<file path="src/nts_engine_macros.svh">
`ifndef NTS_ENGINE_MACROS_SVH
`define NTS_ENGINE_MACROS_SVH

// ------------------------------------------------------------
// API bus geometry
// ------------------------------------------------------------

`define NTS_API_ADDR_W 12 // External address width
`define NTS_API_DATA_W 32 // Read and write data width

// Address splits into block (11..8) and word (7..0)
`define NTS_BLOCK_W 4
`define NTS_WORD_W  8

// ------------------------------------------------------------
// Identity words
// ------------------------------------------------------------

`define NTS_CORE_NAME0   32'h4e_54_53_5f // "NTS_"
`define NTS_CORE_NAME1   32'h45_4e_47_4e // "ENGN"
`define NTS_CORE_VERSION 32'h30_2e_30_33 // "0.03"
`define NTS_DEBUG_NAME   32'h44_42_55_47 // "DBUG"

// Control word always reads back as one
`define NTS_CTRL_VALUE 32'h0000_0001

// ------------------------------------------------------------
// Debug block
// ------------------------------------------------------------

`define NTS_SYSTICK_RESET 32'h0000_0001 // First cycle out of reset reads 1
`define NTS_COUNTER_W     64            // Event counter width

`endif
</file>
<file path="src/nts_stats_pkg.sv">
`include "nts_engine_macros.svh"

package nts_stats_pkg;

  // Event counters in strobe order
  typedef enum logic [2:0] {
    STAT_PROCESSED    = 3'd0,
    STAT_BAD_COOKIE   = 3'd1,
    STAT_BAD_AUTH     = 3'd2,
    STAT_BAD_KEYID    = 3'd3,
    STAT_ERROR_CRYPTO = 3'd4,
    STAT_ERROR_TXBUF  = 3'd5
  } stat_counter_e;

  parameter int STAT_COUNT = 6;

  typedef logic [STAT_COUNT-1:0] stat_vec_t; // One bit per counter

  typedef logic [`NTS_COUNTER_W-1:0]   counter_t;
  typedef logic [`NTS_COUNTER_W/2-1:0] half_t;    // One bus word of a counter

  // Free-running tick, read as a single bus word
  typedef logic [`NTS_API_DATA_W-1:0] systick_t;

endpackage

</file>
<file path="src/nts_api_pkg.sv">
`include "nts_engine_macros.svh"

package nts_api_pkg;

  typedef logic [`NTS_API_ADDR_W-1:0] api_addr_t;
  typedef logic [`NTS_API_DATA_W-1:0] api_data_t;
  typedef logic [`NTS_WORD_W-1:0]     api_word_t; // Word field of the address

  // Upper address bits, anything else is unmapped
  typedef enum logic [`NTS_BLOCK_W-1:0] {
    BLOCK_ENGINE = 4'h0,
    BLOCK_DEBUG  = 4'h1
  } api_block_e;

  typedef enum logic [`NTS_WORD_W-1:0] {
    ENG_NAME0   = 8'h00,
    ENG_NAME1   = 8'h01,
    ENG_VERSION = 8'h02,
    ENG_CTRL    = 8'h08
  } engine_word_e;

  // Counters sit as MSB/LSB pairs, MSB on the even word
  typedef enum logic [`NTS_WORD_W-1:0] {
    DBG_PROCESSED_MSB    = 8'h00, DBG_PROCESSED_LSB    = 8'h01,
    DBG_BAD_COOKIE_MSB   = 8'h02, DBG_BAD_COOKIE_LSB   = 8'h03,
    DBG_BAD_AUTH_MSB     = 8'h04, DBG_BAD_AUTH_LSB     = 8'h05,
    DBG_BAD_KEYID_MSB    = 8'h06, DBG_BAD_KEYID_LSB    = 8'h07,
    DBG_NAME             = 8'h08,
    DBG_SYSTICK          = 8'h09,
    DBG_ERROR_CRYPTO_MSB = 8'h20, DBG_ERROR_CRYPTO_LSB = 8'h21,
    DBG_ERROR_TXBUF_MSB  = 8'h22, DBG_ERROR_TXBUF_LSB  = 8'h23
  } debug_word_e;

endpackage

</file>
<file path="src/nts_engine.sv">
`timescale 1ns/1ps

module nts_engine (
  input  logic                   i_clk,
  input  logic                   i_areset,

  input  logic                   i_api_cs,
  input  logic                   i_api_we,
  input  nts_api_pkg::api_addr_t i_api_address,
  input  nts_api_pkg::api_data_t i_api_write_data, // No writable registers
  output nts_api_pkg::api_data_t o_api_read_data,

  input  logic                   i_stat_processed,
  input  logic                   i_stat_bad_cookie,
  input  logic                   i_stat_bad_auth,
  input  logic                   i_stat_bad_keyid,
  input  logic                   i_stat_error_crypto,
  input  logic                   i_stat_error_txbuf
);

  import nts_api_pkg::*;
  import nts_stats_pkg::*;

  logic      block_engine;
  logic      block_debug;
  api_word_t word;
  stat_vec_t events;
  stat_vec_t snapshot;
  half_t     counter_msb [STAT_COUNT];
  half_t     counter_lsb [STAT_COUNT];
  systick_t  systick;

  // Strobes packed in counter order
  assign events[STAT_PROCESSED]    = i_stat_processed;
  assign events[STAT_BAD_COOKIE]   = i_stat_bad_cookie;
  assign events[STAT_BAD_AUTH]     = i_stat_bad_auth;
  assign events[STAT_BAD_KEYID]    = i_stat_bad_keyid;
  assign events[STAT_ERROR_CRYPTO] = i_stat_error_crypto;
  assign events[STAT_ERROR_TXBUF]  = i_stat_error_txbuf;

  nts_api_decode api_decode (
    .i_api_cs       (i_api_cs),
    .i_api_we       (i_api_we),
    .i_api_address  (i_api_address),
    .o_block_engine (block_engine),
    .o_block_debug  (block_debug),
    .o_word         (word),
    .o_snapshot     (snapshot)
  );

  nts_stat_counters stat_counters (
    .i_clk         (i_clk),
    .i_areset      (i_areset),
    .i_events      (events),
    .i_snapshot    (snapshot),
    .o_counter_msb (counter_msb),
    .o_counter_lsb (counter_lsb),
    .o_systick     (systick)
  );

  nts_api_readmux api_readmux (
    .i_block_engine  (block_engine),
    .i_block_debug   (block_debug),
    .i_word          (word),
    .i_counter_msb   (counter_msb),
    .i_counter_lsb   (counter_lsb),
    .i_systick       (systick),
    .o_api_read_data (o_api_read_data)
  );

endmodule

</file>
<file path="src/nts_api_readmux.sv">
`timescale 1ns/1ps

`include "nts_engine_macros.svh"

module nts_api_readmux (
  input  logic                    i_block_engine,
  input  logic                    i_block_debug,
  input  nts_api_pkg::api_word_t  i_word,
  input  nts_stats_pkg::half_t    i_counter_msb [nts_stats_pkg::STAT_COUNT],
  input  nts_stats_pkg::half_t    i_counter_lsb [nts_stats_pkg::STAT_COUNT],
  input  nts_stats_pkg::systick_t i_systick,
  output nts_api_pkg::api_data_t  o_api_read_data
);

  import nts_api_pkg::*;
  import nts_stats_pkg::*;

  api_data_t engine_data;
  api_data_t debug_data;

  // ------------------------------------------------------------
  // Engine identity block
  // ------------------------------------------------------------

  always_comb
  begin
    engine_data = '0;
    if (i_block_engine)
    begin
      case (i_word)
        ENG_NAME0:   engine_data = `NTS_CORE_NAME0;
        ENG_NAME1:   engine_data = `NTS_CORE_NAME1;
        ENG_VERSION: engine_data = `NTS_CORE_VERSION;
        ENG_CTRL:    engine_data = `NTS_CTRL_VALUE;
        default: ;
      endcase
    end
  end

  // ------------------------------------------------------------
  // Debug block
  // ------------------------------------------------------------

  always_comb
  begin
    debug_data = '0;
    if (i_block_debug)
    begin
      case (i_word)
        DBG_PROCESSED_MSB:    debug_data = i_counter_msb[STAT_PROCESSED];
        DBG_PROCESSED_LSB:    debug_data = i_counter_lsb[STAT_PROCESSED];
        DBG_BAD_COOKIE_MSB:   debug_data = i_counter_msb[STAT_BAD_COOKIE];
        DBG_BAD_COOKIE_LSB:   debug_data = i_counter_lsb[STAT_BAD_COOKIE];
        DBG_BAD_AUTH_MSB:     debug_data = i_counter_msb[STAT_BAD_AUTH];
        DBG_BAD_AUTH_LSB:     debug_data = i_counter_lsb[STAT_BAD_AUTH];
        DBG_BAD_KEYID_MSB:    debug_data = i_counter_msb[STAT_BAD_KEYID];
        DBG_BAD_KEYID_LSB:    debug_data = i_counter_lsb[STAT_BAD_KEYID];
        DBG_NAME:             debug_data = `NTS_DEBUG_NAME;
        DBG_SYSTICK:          debug_data = i_systick;
        DBG_ERROR_CRYPTO_MSB: debug_data = i_counter_msb[STAT_ERROR_CRYPTO];
        DBG_ERROR_CRYPTO_LSB: debug_data = i_counter_lsb[STAT_ERROR_CRYPTO];
        DBG_ERROR_TXBUF_MSB:  debug_data = i_counter_msb[STAT_ERROR_TXBUF];
        DBG_ERROR_TXBUF_LSB:  debug_data = i_counter_lsb[STAT_ERROR_TXBUF];
        default: ;
      endcase
    end
  end

  // At most one block is selected, the other contributes zero
  assign o_api_read_data = engine_data | debug_data;

endmodule

</file>
<file path="src/nts_stat_counters.sv">
`timescale 1ns/1ps

`include "nts_engine_macros.svh"

module nts_stat_counters (
  input  logic                     i_clk,
  input  logic                     i_areset,
  input  nts_stats_pkg::stat_vec_t i_events,
  input  nts_stats_pkg::stat_vec_t i_snapshot,
  output nts_stats_pkg::half_t     o_counter_msb [nts_stats_pkg::STAT_COUNT],
  output nts_stats_pkg::half_t     o_counter_lsb [nts_stats_pkg::STAT_COUNT],
  output nts_stats_pkg::systick_t  o_systick
);

  import nts_stats_pkg::*;

  localparam int HALF_W = $bits(half_t);

  counter_t counter_q  [STAT_COUNT]; // Live event counts
  half_t    snapshot_q [STAT_COUNT]; // Low half captured on MSB read
  systick_t systick_q;

  // ------------------------------------------------------------
  // Event counters
  // ------------------------------------------------------------

  for (genvar g = 0; g < STAT_COUNT; g++)
  begin : g_counter

    always_ff @(posedge i_clk or posedge i_areset)
    begin
      if (i_areset)
      begin
        counter_q[g] <= '0;
      end
      else if (i_events[g])
      begin
        counter_q[g] <= counter_q[g] + 1'b1;
      end
    end

    // Takes the value seen during the MSB read, before any same-cycle event
    always_ff @(posedge i_clk or posedge i_areset)
    begin
      if (i_areset)
      begin
        snapshot_q[g] <= '0;
      end
      else if (i_snapshot[g])
      begin
        snapshot_q[g] <= counter_q[g][HALF_W-1:0];
      end
    end

    assign o_counter_msb[g] = counter_q[g][`NTS_COUNTER_W-1 -: HALF_W];
    assign o_counter_lsb[g] = snapshot_q[g]; // Never the live low half

  end

  // ------------------------------------------------------------
  // Systick
  // ------------------------------------------------------------

  // Free running, wraps at full width
  always_ff @(posedge i_clk or posedge i_areset)
  begin
    if (i_areset)
    begin
      systick_q <= `NTS_SYSTICK_RESET;
    end
    else
    begin
      systick_q <= systick_q + 1'b1;
    end
  end

  assign o_systick = systick_q;

endmodule

</file>
<file path="src/nts_api_decode.sv">
`timescale 1ns/1ps

`include "nts_engine_macros.svh"

module nts_api_decode (
  input  logic                     i_api_cs,
  input  logic                     i_api_we,
  input  nts_api_pkg::api_addr_t   i_api_address,
  output logic                     o_block_engine,
  output logic                     o_block_debug,
  output nts_api_pkg::api_word_t   o_word,
  output nts_stats_pkg::stat_vec_t o_snapshot
);

  import nts_api_pkg::*;
  import nts_stats_pkg::*;

  logic                    api_read;
  logic [`NTS_BLOCK_W-1:0] block;

  // ------------------------------------------------------------
  // Address split and block select
  // ------------------------------------------------------------

  assign api_read = i_api_cs & ~i_api_we; // Writes select nothing

  assign block  = i_api_address[`NTS_API_ADDR_W-1:`NTS_WORD_W];
  assign o_word = i_api_address[`NTS_WORD_W-1:0];

  assign o_block_engine = api_read && (block == BLOCK_ENGINE);
  assign o_block_debug  = api_read && (block == BLOCK_DEBUG);

  // ------------------------------------------------------------
  // Snapshot strobes
  // ------------------------------------------------------------

  // An MSB read latches the low half for the following LSB read
  always_comb
  begin
    o_snapshot = '0;
    if (o_block_debug)
    begin
      case (o_word)
        DBG_PROCESSED_MSB:    o_snapshot[STAT_PROCESSED]    = 1'b1;
        DBG_BAD_COOKIE_MSB:   o_snapshot[STAT_BAD_COOKIE]   = 1'b1;
        DBG_BAD_AUTH_MSB:     o_snapshot[STAT_BAD_AUTH]     = 1'b1;
        DBG_BAD_KEYID_MSB:    o_snapshot[STAT_BAD_KEYID]    = 1'b1;
        DBG_ERROR_CRYPTO_MSB: o_snapshot[STAT_ERROR_CRYPTO] = 1'b1;
        DBG_ERROR_TXBUF_MSB:  o_snapshot[STAT_ERROR_TXBUF]  = 1'b1;
        default: ; // LSB, name and systick words take no snapshot
      endcase
    end
  end

endmodule

</file>
<file path="config.mk">
export PLATFORM = sky130hd
export DESIGN_NAME = nts_engine
export DESIGN_NICKNAME = d
export VERILOG_FILES = /design/src/nts_stats_pkg.sv /design/src/nts_api_pkg.sv /design/src/nts_engine.sv /design/src/nts_api_readmux.sv /design/src/nts_stat_counters.sv /design/src/nts_api_decode.sv
export VERILOG_INCLUDE_DIRS = /design/src
export SDC_FILE = /design/constraint.sdc
export NUM_CORES = 1
export LEC_CHECK = 0
export BUFFER_PORTS_ARGS = -buffer_cell sky130_fd_sc_hd__clkbuf_2
export CORE_MARGIN = 3
export CORE_UTILIZATION = 55
export DETAILED_ROUTE_END_ITERATION = 7
export GPL_TIMING_DRIVEN = 0
export PLACE_DENSITY = 0.72
export SYNTH_ARGS = -nofsm -noshare
export SYNTH_HDL_FRONTEND = slang
export SYNTH_SLANG_ARGS = --single-unit
</file>
<file path="constraint.sdc">
create_clock -name i_clk -period 26.6 [get_ports i_clk]
set_input_delay 2.66 -clock i_clk [delete_from_list [all_inputs] [get_ports i_clk]]
set_output_delay 2.66 -clock i_clk [all_outputs]
set_load 0.02 [all_outputs]
</file>
# Yosys cells after proc, flatten, opt, wreduce, memory -nomap -nowiden
# Index checks and enable logic that the tools add are counted.
# classes
addsub	7
mul	0
div_mod_pow	0
magnitude_cmp	0
eq_ne	14
shift	0
n_mux	11
n_bitwise	3
reduce_logical	4
# op_table
cell	n
$pmux 32 s14	1
$add 64x1->64 const B	6
$pmux 31 s4	1
$mux 32	2
$add 32x1->32 const B	1
$eq 8x3->1 const B	4
$eq 8x6->1 const B	4
$or 32x32->32	1
$eq 8x2->1 const B	2
$eq 8x4->1 const B	2
$eq 8x1->1 const B	1
$logic_not 8->1	1
$mux 1	6
$mux 6	1
$eq 4x1->1 const B	1
$logic_not 4->1	1
$logic_and 1x1->1	2
$and 1x1->1	1
$not 1->1	1
# word_totals
register_bits	608
latchBits	0
ram_bits	0
romBits	0
output_inout_bits	32
word_cells	52
memories	0

# Logic depth before layout (Yosys ltp)
# depth
word_depth	5
depth_mapped	9
ltp_nobuf	6

# Modules after synthesis
# A second synthesis with hierarchy kept.
# unflattened
cells_unflattened	2885
area_unflattened_um2	31371.3
# modules_own_cells
mod	instances	cells_per_inst	area_per_inst_um2	seq_area_each_um2
nts_stat_counters	1	2295	27202.3	15215.8
nts_api_readmux	1	564	3967.6	0.0
nts_api_decode	1	26	201.4	0.0

# Least setup slack after synthesis
# Ideal clock, no wire load.
# synth_path
path_kind	input port to output port
startpoint	input port i_api_address[2]
endpoint	output port o_api_read_data[25]
arrival_ns	4.634
required_ns	23.940
setup_slack_ns	19.306
stages	8
n_path_buf	3
path_cell_list	buf_2 buf_1 nor4bb_1 clkbuf_1 a22oi_1 nand2_1 nor2_1 a221oi_1
# synth_between
elab_chain_len	4
elab_cells_between_ends	19
# synth_lines
item	line_no	text
start: declaration	nts_engine.sv:9	input nts_api_pkg::api_addr_t i_api_address,
$eq 8x6->1, or another cell as far along	nts_api_readmux.sv:49	case (i_word)
$pmux 32 s14 / $pmux 31 s4 (equally long branches)	nts_api_readmux.sv:49, nts_api_readmux.sv:30	
$mux 32, on equally long branches	nts_api_readmux.sv:47, nts_api_readmux.sv:28	
$or 32x32->32 (*)	nts_api_readmux.sv:70	assign o_api_read_data = engine_data | debug_data;
end: declaration	nts_engine.sv:11	output nts_api_pkg::api_data_t o_api_read_data,
# Every way passes the cells marked *; elsewhere a longest branch is shown, timed or not.

# Worst setup path in the final report
# layout_path
startpoint	input port i_api_address[0]
endpoint	output port o_api_read_data[18]
# Same word-level chain as after synthesis.

==> summary.md <==
| Metric | Value |
|---|---|
| Post-synth EDFFs | `0` |
| Row count | `84` |
| Most frequent cell after synthesis | `dfrtp_1` |
| Flop-to-flop setup slack | `23.51 ns` |
| Worst EP required | `approximately 24 ns` |
| Cell area power density | `60.0 nW/um^2` |
| Largest net degree at the start of global routing | `approximately 140` |
| Final period util | `approximately a third` |
| WHS | `between 0.4 and 0.5 ns` |
| Max Freq | `between 100 and 150 MHz` |
| Hold EP | `stat_counters.o_counter_msb[63]` |
| Leak pwr | `0.0151 uW` |
| Setup crit start | `i_api_address[0]` |
| HP Class | `register to register` |
| Hold Crit Start | `stat_counters.o_counter_msb[63]` |
| Via count | `roughly 23000` |
| Setup bufs post-CTS | `0` |
| Starting Density | `56.1%` |
| Initial antenna violation count | `5` |
| Worst flop-to-flop path startpoint | `stat_counters.counter_q[0]` |
| Worst Setup Slack post-DPL | `between 15 and 20 ns` |
| Outcome | `finished with violations` |
| Async SR Flop Fraction | `100%` |
| Buffers on Ports | `50` |
| Critical path startpoint category | `primary input` |
| Longest Clk Path Bufs | `3` |
| Overall routing resource usage | `a little over a third` |
| RePlAce Congestion | `about 1.1` |
| Relative slew slack | `-2.65%` |
| Core area | `about 53000 um^2` |
| TritonCTS clock tree | `yes` |
| Synth Cell Area | `~30000 um^2` |
| Syn_nets | `2735` |
| Min Tclk post-route | `approximately 9.3 ns` |
| Total Wirelength | `about 98 mm` |
| Type of the worst setup path | `primary input to primary output` |
| H-Tree Depth | `2` |
| CTS Hold Bufs | `0` |
| Final Max Tran Viols | `10` |
| Chip Height | `approximately 240 um` |
| CTS root buf | `clkbuf_16` |
| Crit Reg-Reg Endpoint | `stat_counters.o_counter_msb[8]` |
| Post_cts resized | `0` |
| Setup Viol. Count Final | `0` |
| Hold Violations, Final | `0` |
| Synthesized area per cell | `between 10 and 15 um^2` |
| Setup TNS | `0 ns` |
| Share of post-route cells with drive strength above 1 | `between 15 and 20%` |
| Yosys reg bits | `608` |
| Critical path, cell by cell | `clkbuf_2, buf_2, nor4bb_1, clkbuf_1, a22oi_1, a21oi_1, nor4_1, o22ai_1, clkbuf_2` |
| WHS Path Cells | `1` |
| DRT Pass-1 Iters | `8` |
| Post-synthesis cell type count | `between 80 and 90` |
| Most used cell along the critical path | `clkbuf_2` |
| DR iter-0 viols | `around 3100` |
| Die width | `~240 um` |
| CP max stage delay | `approximately 1.1 ns` |
| Ys flop type | `dfrtp_1` |
| ANT nets after route | `0` |
| Nets | `between 2000 and 3000` |
| CP delay by family, top | `buffers and inverters` |
| PnR worst setup slack | `around 17 ns` |
| Post-synth top area cell | `dfrtp_1` |
| Post-DP HPWL | `~74 mm` |
| CTS Buf Count | `61` |
| Grt ovf | `0` |
| Total of warnings raised by yosys | `0` |
| Vias in the first global route | `around 23000` |
| Clk_skew | `0.0142 ns` |
| WP data arrival | `around 6.7 ns` |
| Post-layout util | `between 60% and 70%` |
| Failing checks | `capacitance limit, slew limit` |
| Avg Vias per Cell | `around 6.5` |
| Die footprint | `between 50000 and 60000 um^2` |
| RSZ-0062 raised after global routing | `false` |
| Clock slew at reported path FFs | `roughly 0.060 ns` |
| Maximum VDD drop | `0.0000450 V` |
| Endpoint class of the critical path | `primary output` |
| Gate Count Post-Synth | `roughly 2700` |
| Slowest cell on the critical path | `nor4bb_1` |
| Global-route wire length before repair | `around 150 mm` |
| Number of max-cap violations | `1` |
| Sequential element share of the synthesized area | `around 50%` |
| Skew-Pair Late Insertion Delay | `approximately 0.63 ns` |
| DRC viols | `0` |
| Synth top area share | `about half` |
| Worst Max-Slew Pin Slew | `around 1.5 ns` |
| Clk sinks | `just over 600` |
| Area contributors post-synth | `dfrtp_1, mux2_2, xnor2_1, xor2_1, nand3_1` |
| Crit Path Max Fanout | `10` |
| Top cells by count, synth | `dfrtp_1, xnor2_1, mux2_2` |
| Worst R2R Path Depth | `6` |
| Area delta synth->final | `10.9%` |
| Wirelength per Cell | `approximately 28 um` |
| I/O pin count | `86` |
| Number of buffers and inverters on the critical path | `4` |
## per-stage QoR
| stage | area [um^2] | total power [uW] | std cells |
|---|---|---|---|
| 3_5_place_dp | 31000 | 1130 | 3417 |
| 2_1_floorplan | 29800 | 1080 | 2674 |
| 3_3_place_gp | 30900 | 1120 | 3412 |
| 5_1_grt | 33100 | 2050 | 3527 |
| 6_report | 33100 | 1980 | 3528 |
| 4_1_cts | 33100 | 1990 | 3527 |
## metal layers
layer  wire (um)  up-vias  track usage (%)
li1            -     9884                -
met4        6210        6             18.1
met5          38        -                0
met3        9370      285             8.13
met2       42200     1199             50.7
met1       40600    11704             48.6
## area by class of cell
cell class / instances / area, um^2
repair buffers: 55 / 368
fillers: 4231 / 20000
clock inverters: 19 / 210
inverters: 52 / 203
well taps: 688 / 861
flip-flops and latches: 608 / 15200
clock buffers: 91 / 1800
diodes: 1 / 2.50
multi-input cells: 1908 / 13900
plain buffers: 106 / 465
## cell families after synthesis
| logic type | Yosys count | share of synthesized area, % |
|---|---|---|
| compound gates | 234 | 5.51 |
| xor+xnor | 408 | 12.0 |
| fa+ha+maj | 7 | 0.294 |
| buf+inv | 158 | 2.22 |
| flops | 608 | 51.1 |
| mux | 284 | 11.3 |
| simple gates | 975 | 17.6 |
## cell usage in the layout (no fill, tap or decap), types with 7 or more instances in the layout
cell       count
mux4_2        20
nand2_1      200
clkbuf_1      66
clkbuf_8      12
nor2b_1        8
clkbuf_16     63
nor3_2         8
mux2_2       217
ha_1           7
o21ai_0       49
and3_1        56
a22oi_1       48
xnor2_1      237
xor2_1       171
a21oi_1       32
nor2_1       140
a221oi_1      11
nand4_1      129
or4_1          7
a211oi_1       9
nand3_1      168
nor3_1       110
dfrtp_1      607
and2_1        12
nor4_2         8
and4_1        31
buf_1         12
o22ai_1        9
a222oi_1       7
nor4_1        35
a22o_1        12
clkbuf_2      51
inv_1         51
or2_2          7
mux2i_1       41
or3_1          9
buf_2         41
clkinv_2      10
## how the worst max path moves through the flow
stage,to,slack (ns),cells after the start
2_1_floorplan,stat_counters.counter_q[0],6.92,1
3_3_place_gp,stat_counters.counter_q[257],1.32,2
3_5_place_dp,o_api_read_data[13],17.67,9
4_1_cts,o_api_read_data[13],17.66,9
5_1_grt,o_api_read_data[13],17.44,9
6_report,o_api_read_data[18],17.27,9
## where the power goes
group | leakage, uW | switching, uW | total (uW) | internal [uW]
clock network | 0.000986 | 365 | 869 | 504
registers | 0.00826 | 43.4 | 999 | 956
logic | 0.00586 | 71.0 | 114 | 43.1
## registers in the layout, indices dropped and copies added (netlist names)
signal / count
stat_counters.o_counter_lsb: 192
stat_counters.o_systick: 32
stat_counters.counter_q: 192
stat_counters.o_counter_msb: 192
## worst reg2reg max path, cell delays in order (launching register included)
cell and delay, ns:
dfrtp_1 0.40, ha_1 0.19, nand4_1 0.20, nor3_1 0.83, nand3_1 0.68, nor4_1 0.52
xor2_1 0.19
Note: power is estimated with default switching activity, not from simulation.
